==> src/fu_pkg.sv <==
`default_nettype none

package fu_pkg;

    localparam int XLEN        = 32;
    localparam int TAG_W       = 5;

    localparam int NUM_FU_ALU  = 2;
    localparam int NUM_FU_MULT = 1;
    localparam int NUM_FU      = NUM_FU_ALU + NUM_FU_MULT; // Result sources on the arbiter
    localparam int CDB_SZ      = 2;

    // Unit order on the arbiter request vector is ALU 0, ALU 1, then multiplier
    localparam int FU_MULT_IDX = NUM_FU_ALU;

    localparam int MULT_STAGES  = 4;
    localparam int MULT_DIGIT_W = 16;                     // Width of one partial-product digit
    localparam int MULT_DIGITS  = 2 * XLEN / MULT_DIGIT_W;

    localparam logic [XLEN-1:0] ALU_FILL = 32'hfacebeec; // Returned for an unknown opcode

    typedef enum logic [3:0] {
        ALU_ADD  = 4'd0,
        ALU_SUB  = 4'd1,
        ALU_AND  = 4'd2,
        ALU_OR   = 4'd3,
        ALU_XOR  = 4'd4,
        ALU_SLT  = 4'd5,
        ALU_SLTU = 4'd6,
        ALU_SLL  = 4'd7,
        ALU_SRL  = 4'd8,
        ALU_SRA  = 4'd9
    } alu_func_e;

    // Encodings follow the funct3 field of the RV32 branch instructions
    typedef enum logic [2:0] {
        BR_BEQ  = 3'b000,
        BR_BNE  = 3'b001,
        BR_BLT  = 3'b100,
        BR_BGE  = 3'b101,
        BR_BLTU = 3'b110,
        BR_BGEU = 3'b111
    } br_func_e;

    typedef enum logic [1:0] {
        MULT_MUL    = 2'd0,
        MULT_MULH   = 2'd1,
        MULT_MULHSU = 2'd2,
        MULT_MULHU  = 2'd3
    } mult_func_e;

endpackage

`default_nettype wire

==> src/mult_unit.sv <==
`timescale 1ns/10ps
`default_nettype none

module mult_unit (
    input  logic                     clock,
    input  logic                     rst_n,
    input  logic                     valid,
    input  fu_pkg::mult_func_e       func,
    input  logic [fu_pkg::XLEN-1:0]  opa,
    input  logic [fu_pkg::XLEN-1:0]  opb,
    input  logic [fu_pkg::TAG_W-1:0] tag,
    input  logic                     grant,
    output logic                     avail,
    output logic                     ready,
    output logic [fu_pkg::XLEN-1:0]  value,
    output logic [fu_pkg::TAG_W-1:0] result_tag
);

    logic                         stall;
    logic                         accept;
    logic                         a_signed;
    logic                         b_signed;

    logic [fu_pkg::MULT_STAGES-1:0] stage_valid;
    logic [fu_pkg::TAG_W-1:0]       stage_tag  [fu_pkg::MULT_STAGES];
    fu_pkg::mult_func_e             stage_func [fu_pkg::MULT_STAGES-1];

    logic signed [fu_pkg::XLEN:0]   s1_a;  // Operands widened by one bit
    logic signed [fu_pkg::XLEN:0]   s1_b;
    logic [2*fu_pkg::XLEN-1:0]      a_wide;
    logic [2*fu_pkg::XLEN-1:0]      b_wide;
    logic [2*fu_pkg::XLEN-1:0]      pp    [fu_pkg::MULT_DIGITS];
    logic [2*fu_pkg::XLEN-1:0]      s2_pp [fu_pkg::MULT_DIGITS];
    logic [2*fu_pkg::XLEN-1:0]      pp_sum;
    logic [2*fu_pkg::XLEN-1:0]      s3_prod;

    assign ready      = stage_valid[fu_pkg::MULT_STAGES-1];
    assign result_tag = stage_tag[fu_pkg::MULT_STAGES-1];
    assign stall      = ready && !grant; // Whole pipe freezes behind an ungranted result
    assign avail      = !stall;
    assign accept     = valid && avail;

    assign a_signed = (func == fu_pkg::MULT_MULH) || (func == fu_pkg::MULT_MULHSU);
    assign b_signed = (func == fu_pkg::MULT_MULH);

    // Sign extension to the full product width keeps the low 64 bits exact
    assign a_wide = s1_a;
    assign b_wide = s1_b;

    always_comb begin
        pp_sum = '0;
        for (int j = 0; j < fu_pkg::MULT_DIGITS; j++) begin
            pp[j] = (a_wide * (2*fu_pkg::XLEN)'(b_wide[j*fu_pkg::MULT_DIGIT_W +: fu_pkg::MULT_DIGIT_W]))
                    << (j * fu_pkg::MULT_DIGIT_W);
            pp_sum = pp_sum + s2_pp[j];
        end
    end

    always_ff @(posedge clock) begin
        if (!rst_n) begin
            stage_valid <= '0;
        end else if (!stall) begin
            stage_valid <= {stage_valid[fu_pkg::MULT_STAGES-2:0], accept};
        end
    end

    always_ff @(posedge clock) begin
        if (!stall) begin
            stage_tag[0]  <= tag;
            stage_func[0] <= func;
            for (int k = 1; k < fu_pkg::MULT_STAGES; k++) begin
                stage_tag[k] <= stage_tag[k-1];
            end
            for (int k = 1; k < fu_pkg::MULT_STAGES-1; k++) begin
                stage_func[k] <= stage_func[k-1];
            end
            s1_a    <= {a_signed && opa[fu_pkg::XLEN-1], opa};
            s1_b    <= {b_signed && opb[fu_pkg::XLEN-1], opb};
            s2_pp   <= pp;     // Stage 2 partial products
            s3_prod <= pp_sum; // Stage 3 sum
            if (stage_func[fu_pkg::MULT_STAGES-2] == fu_pkg::MULT_MUL) begin
                value <= s3_prod[fu_pkg::XLEN-1:0];
            end else begin
                value <= s3_prod[2*fu_pkg::XLEN-1:fu_pkg::XLEN];
            end
        end
    end

    a_no_issue_in_stall: assert property (
        @(posedge clock) disable iff (!rst_n) stall |-> !valid
    ) else $error("mult_unit: issue while the pipeline is stalled");

endmodule

`default_nettype wire
==> config.mk <==
export PLATFORM = sky130hd
export DESIGN_NAME = mult_unit
export DESIGN_NICKNAME = d
export VERILOG_FILES = /design/src/fu_pkg.sv /design/src/mult_unit.sv
export SDC_FILE = /design/constraint.sdc
export NUM_CORES = 2
export LEC_CHECK = 0
export ABC_AREA = 1
export ABC_CLOCK_PERIOD_IN_PS = 10320
export BUFFER_PORTS_ARGS = -buffer_cell sky130_fd_sc_hd__buf_2
export CAP_MARGIN = 20
export CORE_ASPECT_RATIO = 1.25
export CORE_MARGIN = 2
export CORE_UTILIZATION = 44
export CTS_BUF_LIST = sky130_fd_sc_hd__clkbuf_4
export CTS_CLUSTER_DIAMETER = 60
export DETAILED_ROUTE_END_ITERATION = 12
export PLACE_DENSITY = 0.62
export SLEW_MARGIN = 10
export SYNTH_ARGS = -nofsm -noshare
export SYNTH_HDL_FRONTEND = slang
export SYNTH_SLANG_ARGS = --single-unit
export TNS_END_PERCENT = 20
==> constraint.sdc <==
create_clock -name clock -period 10.32 [get_ports clock]
set_input_delay 0.516 -clock clock [delete_from_list [all_inputs] [get_ports clock]]
set_output_delay 0.516 -clock clock [all_outputs]
set_load 0.02 [all_outputs]
==> impl_metrics.toml <==
[status]
status = "finished clean"

[synthesis]
area_share_of_the_largest_cell_type_after_synthesis = 0.407
netlist-cell-type-count = 43
synth_area_leader_cell = "fa_1"
synth_nets = 9252
most_used_standard_cell_by_instance_count_after_synthesis = "inv_1"
synth_top_cells_by_count = "inv_1, nand2_1, fa_1"
number_of_synthesized_register_bits = 322
synth_area_per_cell_um2 = 8.41
asyncSetResetFlopFracSynth = 0
yosys_most_used_dff = "edfxtp_1"
yosys_warnings = 0
synthTopCellsByArea = "fa_1, edfxtp_1, inv_1, nand2_1, ha_1"
synthCells = 7495
combined_area_of_all_synthesized_cells_um2 = 63000
ys_seq_area_frac = 0.153
number_of_synthesized_flops_with_an_enable_pin = 318

[place]
gp_congestion = 1.01
post_placement_worst_setup_slack_ns = 3.47
detailedPlacementHpwl_um = 155000
buffer_ports.inserted = 113

[clock_network]
cts_setup_buffers = 0
cts-buffers-inserted = 95
ctsHoldBuffers = 97
cts_tree = "done"
tritoncts_num_sinks = 322
clock_latency_on_the_worst_skew_pair_ns = 1.13
root_buffer = "clkbuf_4"
clk_transition_reported_paths_ns = 0.07
cts_max_path_buffers = 3
cts_repair_resize_count = 0
htreeDepth = 3

[die]
dieArea_um2 = 146000
chipHeight_um = 427
die_w_um = 343
num_rows = 155
initial_utilization = 0.442
num_io_pins = 114
placeableCoreArea_um2 = 143000

[critical_path]
critical_path_arrival_ns = 7.68
timing.critical_path.from_type = "register"
worst_r2r_path_depth = 19
endpoint_kind = "register"
timing.critical_path.required_ns = 11.16
crit_path_max_fanout = 21
critical_path_class = "register to register"

[route]
drt_first_pass_iters = 5
wirelength_um = 193000
vias = 48560
detail_route.iter0.violations = 3434
wl_per_cell_um = 20.2
avg_vias_per_cell = 5.07
remaining_routing_drc_violations = 0
detail-route-antenna-nets = 0

[sta]
final.hold.worst_slack_ns = 0.150
drv_slew = 0
report.final.hold_viol_count = 0
rsz0062_at_grt = "false"
measured_slew_at_the_worst_slew_check_pin_ns = 1.03
final.setup_skew_ns = 0.192
max_clock_freq_ghz = 0.146
timing.final.ws_setup_ns = 3.48
period_utilization_post_route = 0.663
finalSetupViolations = 0
min_period_ns = 6.84
slew_headroom = 0.313
fin_tns_setup_ns = 0

[grt]
grt_pass1_vias = 51435
grt-ovfl-total = 0
grtUsageTotal = 0.273
first_pass_grt_wire_length_um = 300000
grt_max_degree = 141
grt_antenna_before_repair = 5

[flow_run]
cap_violations = 0

[layout]
flow.area_growth_from_synthesis_pct = 7.47
fillCellCount = 13941
nets = 9369
post_route_cells_drive_above_1_share = 0.0540

[worst_hold_path]
hold-path-cell-count = 2
min_path_type = "primary input to register"
per-layer routing:
layer | vias up | global-route usage | wire [um]
met3 | 374 | 0.0405 | 13000
li1 | 21936 | - | -
met2 | 1770 | 0.457 | 92700
met4 | 6 | 0.108 | 8470
met1 | 24474 | 0.355 | 79100
met5 | - | 0 | 35
final timing paths:
path / from / endpoint / slack (ns)
worst min-delay path: opa[18] / s1_a[18] / 0.15
worst max-delay path: s1_a[32] / s2_pp[187] / 3.48
worst min register to register: s2_pp[199] / s3_prod[7] / 0.41
worst max register to register: s1_a[32] / s2_pp[187] / 3.48
cell usage in the layout, fill, tap and decap left out, types with 19 or more instances in the layout:
cell,netlist,layout
inv_1,2209,2208
nand2_1,1853,1853
fa_1,1282,1282
ha_1,400,400
edfxtp_1,318,318
nor2_1,318,317
a21oi_1,219,219
nand3_1,156,156
clkbuf_4,0,134
o21ai_0,113,113
buf_2,6,113
dlygate4sd3_1,0,97
xor2_1,74,74
buf_4,1,74
nand4_1,63,63
xnor2_1,50,50
mux2_2,32,32
o21bai_1,27,27
nor3_1,19,19
worst max-delay path: stages (launching register included):
cell      delay (ns)
edfxtp_1        0.79
nand2_1         0.29
inv_1           0.12
fa_1            0.70
inv_1           0.13
fa_1            0.73
inv_1           0.21
fa_1            0.52
inv_1           0.05
fa_1            0.53
inv_1           0.05
fa_1            0.49
fa_1            0.43
ha_1            0.49
nand4_1         0.24
nor3_1          0.33
and2_1          0.21
nand3_1         0.10
nand4_1         0.10
nand2_1         0.07
registers in the layout, summed over array words and instances, names as in the netlist:
signal       flops
s1_a            33
value           32
s2_pp          130
stage_func       6
s1_b            33
stage_valid      4
s3_prod         64
stage_tag       20
cells by family (layout without fill, tap and decap cells):
group | after synthesis | after routing | share of synthesized area
XOR/XNOR | 124 | 124 | 0.0172
multiplexers | 32 | 32 | 0.00572
adder cells (fa/ha/maj) | 1682 | 1682 | 0.487
other | 0 | 8 | 0
AND/OR/NAND/NOR | 2450 | 2450 | 0.154
buffers and inverters | 2476 | 2663 | 0.148
AO/OA/AOI/OAI | 409 | 409 | 0.0356
flip-flops | 322 | 322 | 0.153
stage by stage:
stage / area, um^2 / utilization / cells
3_3_place_gp: 65500 / 0.460 / 9302
2_1_floorplan: 63000 / - / 7495
4_1_cts: 67700 / 0.475 / 9566
6_report: 67700 / 0.475 / 9574
5_1_grt: 67700 / 0.475 / 9569
3_5_place_dp: 65500 / 0.460 / 9302
layout make-up:
cell class	count	area (um^2)	area share
multi-input combinational	4697	44100	0.651
tap	1884	2360	0.0348
antenna	8	20.0	0.000296
clock buffer	134	1010	0.0149
timing repair buffer	285	2110	0.0312
clock inverter	33	201	0.00297
inverter	2211	8310	0.123
sequential	322	9630	0.142
Power is left out: the tool's default activity adds up to more than one toggle a clock period on the data nets, which glitch-free logic cannot reach.
