**config.mk**
```make
export PLATFORM = sky130hd
export DESIGN_NAME = cdb_arbiter
export DESIGN_NICKNAME = d
export VERILOG_FILES = /design/src/fu_pkg.sv /design/src/cdb_arbiter.sv
export SDC_FILE = /design/constraint.sdc
export NUM_CORES = 1
export LEC_CHECK = 0
export ABC_AREA = 1
export BUFFER_PORTS_ARGS = -buffer_cell sky130_fd_sc_hd__buf_2
export CORE_MARGIN = 2
export CORE_UTILIZATION = 30
export DETAILED_ROUTE_END_ITERATION = 12
export PLACE_DENSITY = 0.77
export SYNTH_ARGS = -nofsm -noshare
export SYNTH_HDL_FRONTEND = slang
export SYNTH_SLANG_ARGS = --single-unit
```
**constraint.sdc**
```tcl
create_clock -name vclk -period 2.2
set_input_delay 0.22 -clock vclk [all_inputs]
set_output_delay 0.22 -clock vclk [all_outputs]
set_load 0.05 [all_outputs]
```
**src/fu_pkg.sv**
```systemverilog
`default_nettype none

package fu_pkg;

    localparam int XLEN        = 32;
    localparam int TAG_W       = 5;

    localparam int NUM_FU_ALU  = 2;
    localparam int NUM_FU_MULT = 1;
    localparam int NUM_FU      = NUM_FU_ALU + NUM_FU_MULT; // Result sources on the arbiter
    localparam int CDB_SZ      = 2;

    // Unit order on the arbiter request vector is ALU 0, ALU 1, then multiplier
    localparam int FU_MULT_IDX = NUM_FU_ALU;

    localparam int MULT_STAGES  = 4;
    localparam int MULT_DIGIT_W = 16;                     // Width of one partial-product digit
    localparam int MULT_DIGITS  = 2 * XLEN / MULT_DIGIT_W;

    localparam logic [XLEN-1:0] ALU_FILL = 32'hfacebeec; // Returned for an unknown opcode

    typedef enum logic [3:0] {
        ALU_ADD  = 4'd0,
        ALU_SUB  = 4'd1,
        ALU_AND  = 4'd2,
        ALU_OR   = 4'd3,
        ALU_XOR  = 4'd4,
        ALU_SLT  = 4'd5,
        ALU_SLTU = 4'd6,
        ALU_SLL  = 4'd7,
        ALU_SRL  = 4'd8,
        ALU_SRA  = 4'd9
    } alu_func_e;

    // Encodings follow the funct3 field of the RV32 branch instructions
    typedef enum logic [2:0] {
        BR_BEQ  = 3'b000,
        BR_BNE  = 3'b001,
        BR_BLT  = 3'b100,
        BR_BGE  = 3'b101,
        BR_BLTU = 3'b110,
        BR_BGEU = 3'b111
    } br_func_e;

    typedef enum logic [1:0] {
        MULT_MUL    = 2'd0,
        MULT_MULH   = 2'd1,
        MULT_MULHSU = 2'd2,
        MULT_MULHU  = 2'd3
    } mult_func_e;

endpackage

`default_nettype wire

```
**src/cdb_arbiter.sv**
```systemverilog
`timescale 1ns/10ps
`default_nettype none

module cdb_arbiter (
    input  logic [fu_pkg::NUM_FU-1:0]                      ready,
    input  logic [fu_pkg::NUM_FU-1:0][fu_pkg::XLEN-1:0]    value,
    input  logic [fu_pkg::NUM_FU-1:0][fu_pkg::TAG_W-1:0]   tag,
    input  logic [fu_pkg::NUM_FU-1:0]                      take,
    output logic [fu_pkg::NUM_FU-1:0]                      grant,
    output logic [fu_pkg::CDB_SZ-1:0]                      cdb_valid,
    output logic [fu_pkg::CDB_SZ-1:0][fu_pkg::TAG_W-1:0]   cdb_tag,
    output logic [fu_pkg::CDB_SZ-1:0][fu_pkg::XLEN-1:0]    cdb_value,
    output logic [fu_pkg::CDB_SZ-1:0]                      cdb_take
);

    always_comb begin
        int slot;
        int u;
        grant     = '0;
        cdb_valid = '0;
        cdb_tag   = '0;
        cdb_value = '0;
        cdb_take  = '0;
        slot      = 0;
        for (int p = 0; p < fu_pkg::NUM_FU; p++) begin
            // Multipliers first, then ALUs in index order
            if (p < fu_pkg::NUM_FU_MULT) begin
                u = fu_pkg::FU_MULT_IDX + p;
            end else begin
                u = p - fu_pkg::NUM_FU_MULT;
            end
            if (ready[u] && slot < fu_pkg::CDB_SZ) begin
                grant[u]        = 1'b1;
                cdb_valid[slot] = 1'b1;
                cdb_tag[slot]   = tag[u];
                cdb_value[slot] = value[u];
                cdb_take[slot]  = take[u];
                slot            = slot + 1;
            end
        end
    end

    // Grant bookkeeping checks, evaluated once the comb logic settles
    always_comb begin
        int n_ready;
        int n_grant;
        int n_slots;
        n_ready = $countones(ready);
        n_grant = $countones(grant);
        n_slots = $countones(cdb_valid);
        a_single_grant: assert final (n_slots == n_grant)
            else $error("cdb_arbiter: a unit holds more than one slot");
        a_grant_ready: assert final ((grant & ~ready) == '0)
            else $error("cdb_arbiter: grant to a unit that is not ready");
        a_grant_count: assert final (n_grant == ((n_ready < fu_pkg::CDB_SZ) ? n_ready
                                                                             : fu_pkg::CDB_SZ))
            else $error("cdb_arbiter: grant count does not match ready count");
    end

endmodule

`default_nettype wire

```
==> flow_summary_export.csv, run 1 <==
group,metric,value,unit
detailed_routing,drc,0,
clock_tree,post_cts_buffers,0,
global_routing,grt_first_pass_wirelength,11400,µm
placement,hpwl,5540,µm
die,initial_core_util,30.7,%
critical_path,cp.arrival,1.61,ns
logic_synthesis,yosysUniqueCellTypes,17,
logic_synthesis,yosys_warnings,0,
min_path,hp-class,"in -> out",
global_routing,grt_pass1_vias,2864,
cells_and_area,layout-drive-gt1-share,33.8,%
detailed_routing,num_vias,3286,
logic_synthesis,synth_top_area_share,28.0,%
timing,worst_pin_slew,0.433,ns
logic_synthesis,synth.largest_area_cell,"nand2_1",
placement,gp_congestion,0.816,
die,core.rowCount,30,
power_and_ir_drop,leakagePower,2.21,nW
cells_and_area,fin_nets,761,
logic_synthesis,synth_cells,466,
logic_synthesis,synth.most_common_cell,"nand2_1",
critical_path,critPathKind,"in -> out",
detailed_routing,initialDrtViolationCount,96,
detailed_routing,final_antenna_net_count,0,
cells_and_area,n_fill_cell,744,
global_routing,grtUsageTotal,17.2,%
detailed_routing,vias_per_cell,4.57,
cells_and_area,ff_latch_area,0,µm²
cells_and_area,design.seq.count,0,
critical_path,cp_max_fo,76,
global_routing,grt_overflow,0,
logic_synthesis,synthesis.area,0.00206,mm²
logic_synthesis,synth_area_leaders,"nand2_1 (28%), inv_1 (21%), nand3_1 (18%)",
logic_synthesis,ys_top_cells_by_count,"nand2_1 (154), inv_1 (116), nand3_1 (76)",
die,dieArea,0.00755,mm²
placement,dp.cells,719,
critical_path,crit_path_end_kind,"primary output",
logic_synthesis,syn_avg_cell_area,4.42,µm²
placement,portBuffers,198,
die,dieHeight,86.9,µm
cells_and_area,final_cells,719,
job,max-cap-violations,0,
placement,placed_area,0.00300,mm²
power_and_ir_drop,vdd_drop_max,145,µV
global_routing,antenna_found_initial,0,
detailed_routing,finalWirelength,7330,µm
placement,dpl_worst_slack,0.396,ns
critical_path,cp.required,1.98,ns
die,pin_count,198,
cells_and_area,clkbuf_count,0,
logic_synthesis,ys_seq_area_share,0,%
cells_and_area,diodes,0,
die,die_x,86.9,µm
cells_and_area,final_cell_area,0.00300,mm²
global_routing,grt_max_degree,77,
power_and_ir_drop,p_per_area,341,mW/mm²
timing,max_slew_margin,71.1,%
timing,timing.fmax,0.546,GHz
timing,hold_viol_final,0,
detailed_routing,firstDrtPassIters,4,
clock_tree,post_cts_resized,0,
timing,period_share,83.3,%
clock_tree,cts_hold_buf,0,
timing,drv_slew,0,
timing,setup_violations,0,
critical_path,start_kind,"input port",
outcome,status,"complete, no violations",
timing,rsz0062_at_grt,"no",
timing,fin_ws,0.368,ns
detailed_routing,wl_per_cell,10.2,µm
die,core_area,0.00672,mm²
cells_and_area,multi_input_area,0.00137,mm²
logic_synthesis,syn-num-nets,586,
timing,period_needed,1.83,ns
cells_and_area,area_growth,45.6,%
-- path summary, 6_finish.rpt --
path / startpoint / cells past startpoint / slack [ns] / end
setup / recovery: ready[0] / 8 / 0.37 / cdb_value[43]
hold / removal: value[34] / 4 / 0.86 / cdb_value[34]
-- through the flow --
stage	TNS, ns	util [%]	power (mW)	hold slack (ns)
2_1_floorplan	-3.57	-	0.762	0.607
3_3_place_gp	0	44.7	1.02	0.855
3_5_place_dp	0	44.7	1.02	0.858
4_1_cts	0	44.7	1.03	0.860
5_1_grt	0	44.7	1.10	0.877
6_report	0	44.7	1.02	0.860
-- layout make-up --
cell class	count	area share, %
Multi-Input combinational cell	313	45.7
Tap cell	80	3.33
Timing Repair Buffer	207	36.1
Inverter	119	14.9
-- power breakdown --
group          internal [mW]  leakage [nW]  switching (mW)
clock                      0             0               0
combinational          0.270          2.21           0.753
sequential                 0             0               0
total                  0.270          2.21           0.753
-- cells by family (layout without fill, tap and decap cells) --
logic type	Yosys count	in the layout	share of synthesized area, %
AO/OA/AOI/OAI	39	39	10.0
adder cells (fa/ha/maj)	3	3	1.82
buffers and inverters	153	326	33.4
AND/OR/NAND/NOR	271	271	54.7
-- layer usage --
| metal | track usage [%] | part of all wire (%) | routed length (µm) | vias to the layer above |
|---|---|---|---|---|
| li1 | - | - | - | 1711 |
| met1 | 19.6 | 40 | 2940 | 1421 |
| met2 | 34.6 | 51 | 3750 | 146 |
| met3 | 1.52 | 8.1 | 593 | 8 |
| met4 | 2.84 | 0.78 | 57 | 0 |
| met5 | 0 | 0 | 0 | - |
-- critical path, stage by stage --
cell	delay, ns
buf_2	0.12
inv_1	0.06
ha_1	0.30
nand2_2	0.10
buf_12	0.27
nand2_1	0.09
o21ai_1	0.11
buf_2	0.29
-- placed cells by master (no fill, tap or decap), types with 3 or more instances in the layout --
cell,instances
o21ai_1,22
inv_2,3
o21ai_0,14
ha_1,3
nand2_1,154
buf_4,7
o21ai_2,3
nand3_1,76
nor2_1,38
buf_2,198
inv_1,116
No activity file was read; power rests on OpenSTA's default activity.
==> run 2: changes to the inputs <==
--- a/config.mk
+++ b/config.mk
@@ -5,7 +5,7 @@
 export SDC_FILE = /design/constraint.sdc
 export NUM_CORES = 1
 export LEC_CHECK = 0
-export ABC_AREA = 1
+export ABC_AREA = 0
 export BUFFER_PORTS_ARGS = -buffer_cell sky130_fd_sc_hd__buf_2
 export CORE_MARGIN = 2
 export CORE_UTILIZATION = 30
==> constraint.sdc (replaced) <==
create_clock -name vclk -period 1.8
set_input_delay 0.18 -clock vclk [all_inputs]
set_output_delay 0.18 -clock vclk [all_outputs]
set_load 0.05 [all_outputs]
==> run 2 against run 1 <==
  * The run now ends with setup timing left
  * Synthesized area is 0.73% higher
  * Critical path depth stayed put
  * Combinational power is 51% higher
  * Routed wire length is 16% higher
  * Sequential cell count stayed put
  * Final area is 31% higher
  * Non-clock buffer count is 10 higher
  * Largest power group unchanged
  * Highest routed layer is now met3
==> flow_summary_export.csv, run 2 <==
group,metric,value,unit
outcome,status,"finished, violations left",
outcome,violations,"setup timing",
global_routing,antenna_found_initial,0,
detailed_routing,wl_per_cell,15.9,µm
min_path,hp-class,"in -> out",
die,die_x,87.2,µm
die,initial_core_util,30.7,%
detailed_routing,initialDrtViolationCount,95,
placement,placed_area,0.00368,mm²
logic_synthesis,yosys_warnings,0,
logic_synthesis,synth_area_leaders,"nor4bb_1 (18%), mux2_4 (14%), nand3b_1 (14%)",
die,core_area,0.00676,mm²
timing,setup_violations,16,
placement,portBuffers,198,
power_and_ir_drop,vdd_drop_max,219,µV
timing,worst_pin_slew,0.478,ns
job,max-cap-violations,0,
detailed_routing,finalWirelength,8530,µm
cells_and_area,diodes,0,
detailed_routing,vias_per_cell,5.45,
logic_synthesis,syn-num-nets,402,
critical_path,cp.arrival,1.63,ns
timing,timing.fmax,0.552,GHz
timing,period_share,101,%
power_and_ir_drop,intPower,587,µW
global_routing,met1_usage,22.8,%
critical_path,max_stage_delay,0.31,ns
global_routing,grt_max_degree,78,
timing,drv_slew,0,
min_path,hold-path-endpoint,"cdb_value[58]",
logic_synthesis,syn_avg_cell_area,7.37,µm²
critical_path,path_cells,"buf_2, inv_1, ha_1, nand3b_1, buf_6, bufbuf_16, mux2_4, buf_6",
timing,hold_ws,0.739,ns
die,dieHeight,87.2,µm
cells_and_area,area_growth,89.6,%
global_routing,use_met3,1.14,%
critical_path,crit_path_end_kind,"primary output",
cells_and_area,mostFrequentLayoutCells,"buf_2 (147), nand3b_1 (40), nand2_1 (38), and3_1 (38), clkbuf_4 (30)",
cells_and_area,layout-drive-gt1-share,69.5,%
timing,rsz0062_at_grt,"yes",
logic_synthesis,synth_top_area_share,18.3,%
timing,max_slew_margin,68.1,%
global_routing,grt_first_pass_wirelength,12400,µm
cells_and_area,clkbuf_count,0,
cells_and_area,final_common_cell,"buf_2",
cells_and_area,final_core_util,58.3,%
critical_path,cp.required,1.62,ns
logic_synthesis,synthesis.area,0.00208,mm²
power_and_ir_drop,pwr-share-seq,0,%
critical_path,cp_top_family,"buffers and inverters",
logic_synthesis,synth.most_common_cell,"nand3b_1",
power_and_ir_drop,combPwrFrac,100.0,%
power_and_ir_drop,leakagePower,1.90,nW
placement,hpwl,6200,µm
cells_and_area,final_cell_area,0.00394,mm²
clock_tree,cts_hold_buf,0,
critical_path,critPathKind,"in -> out",
timing,fin_ws,-0.0118,ns
placement,gp_congestion,0.762,
logic_synthesis,yosysUniqueCellTypes,16,
cells_and_area,design.seq.count,0,
timing,hold_viol_final,0,
detailed_routing,drc,0,
min_path,holdPathStages,3,
cells_and_area,fin_nets,578,
power_and_ir_drop,switchingPower,950,µW
die,pin_count,198,
critical_path,worst-path-buf-inv,5,
timing,period_needed,1.81,ns
logic_synthesis,synth_cells,282,
critical_path,cp_max_fo,9,
critical_path,crit_top_cell,"buf_6",
logic_synthesis,ys_top_cells_by_count,"nand3b_1 (40), nand2_1 (39), a31oi_1 (38), and3_1 (38), nor4bb_1 (38)",
critical_path,start_kind,"input port",
detailed_routing,num_vias,2922,
critical_path,cpMaxStageDelayCell,"mux2_4",
logic_synthesis,synth.largest_area_cell,"nor4bb_1",
power_and_ir_drop,power.share.clock,0,%
die,dieArea,0.00760,mm²
detailed_routing,final_antenna_net_count,0,
die,core.rowCount,30,
global_routing,grtUsageTotal,19.3,%
global_routing,grt_overflow,0,
global_routing,grt_use_met2,39.6,%
global_routing,grt_pass1_vias,2703,
power_and_ir_drop,switching_share,61.8,%
placement,dpl_worst_slack,-0.0240,ns
power_and_ir_drop,p_per_area,390,mW/mm²
global_routing,grt_busiest_layer,"met2",
detailed_routing,firstDrtPassIters,4,
logic_synthesis,ys_seq_area_share,0,%
min_path,hold_path_startpoint,"value[58]",
cells_and_area,ff_latch_area,0,µm²
## run 2: cell types whose count changed after synthesis, sizes merged, moves of 10 or more
cell    previous run  this run
and3               0        38
clkbuf             6        25
a31oi              0        38
inv              119         3
o21ai             39         0
nand3             77         0
nor2              39         0
buf               28        18
nor4bb             0        38
nand3b             0        40
nand2            155        39
mux2               0        38
## run 2: layer usage
metal | vias to the layer above | part of all wire (%)
li1 | 1427 | -
met1 | 1378 | 41
met2 | 117 | 54
met3 | 0 | 5.0
met4 | 0 | 0
met5 | - | 0
## run 2: cell families (layout without fill, tap and decap cells)
group | after synthesis | in the layout | share of synthesized area [%]
AND/OR/NAND/NOR | 156 | 156 | 51.6
buffers and inverters | 46 | 220 | 10.6
AO/OA/AOI/OAI | 39 | 39 | 11.8
multiplexers | 38 | 38 | 24.2
adder cells (fa/ha/maj) | 3 | 3 | 1.81
## run 2: how the worst max path moves through the flow
stage              from            end  slack [ns]  cells after the start
2_1_floorplan  ready[2]  cdb_value[10]       -0.04                      8
3_3_place_gp   ready[2]  cdb_value[32]        0.02                      7
3_5_place_dp   ready[2]  cdb_value[63]       -0.02                      7
5_1_grt        ready[0]  cdb_value[39]       -0.08                      8
4_1_cts        ready[2]  cdb_value[60]       0.001                      8
6_report       ready[0]  cdb_value[49]       -0.01                      8
## run 2: power by group through the flow
stage / clock [mW] / combinational (mW) / sequential (mW)
CTS: 0 / 1.48 / 0
global route: 0 / 1.60 / 0
finish: 0 / 1.54 / 0
floorplan: 0 / 1.09 / 0
detailed placement: 0 / 1.43 / 0
global placement: 0 / 1.42 / 0
## run 2: stage by stage
stage | total power [mW] | instances | TNS (ns)
3_3_place_gp | 1.42 | 534 | 0
2_1_floorplan | 1.09 | 282 | -0.764
3_5_place_dp | 1.43 | 534 | -0.219
4_1_cts | 1.48 | 536 | 0
5_1_grt | 1.60 | 536 | -1.57
6_report | 1.54 | 536 | -0.0970
## run 2: area by class of cell
| type | count | area (µm²) |
|---|---|---|
| timing repair buffer | 217 | 1400 |
| multi-input combinational | 236 | 2420 |
| tap | 80 | 100 |
| fill | 566 | 2820 |
| inverter | 3 | 11.3 |
## run 2: what timing repair did
| action | in CTS | in global routing |
|---|---|---|
| endpoints found under the setup margin | 18 | 67 |
| resized for setup | 25 | 54 |
| setup buffers | 1 | 0 |
| cloned | 1 | 0 |
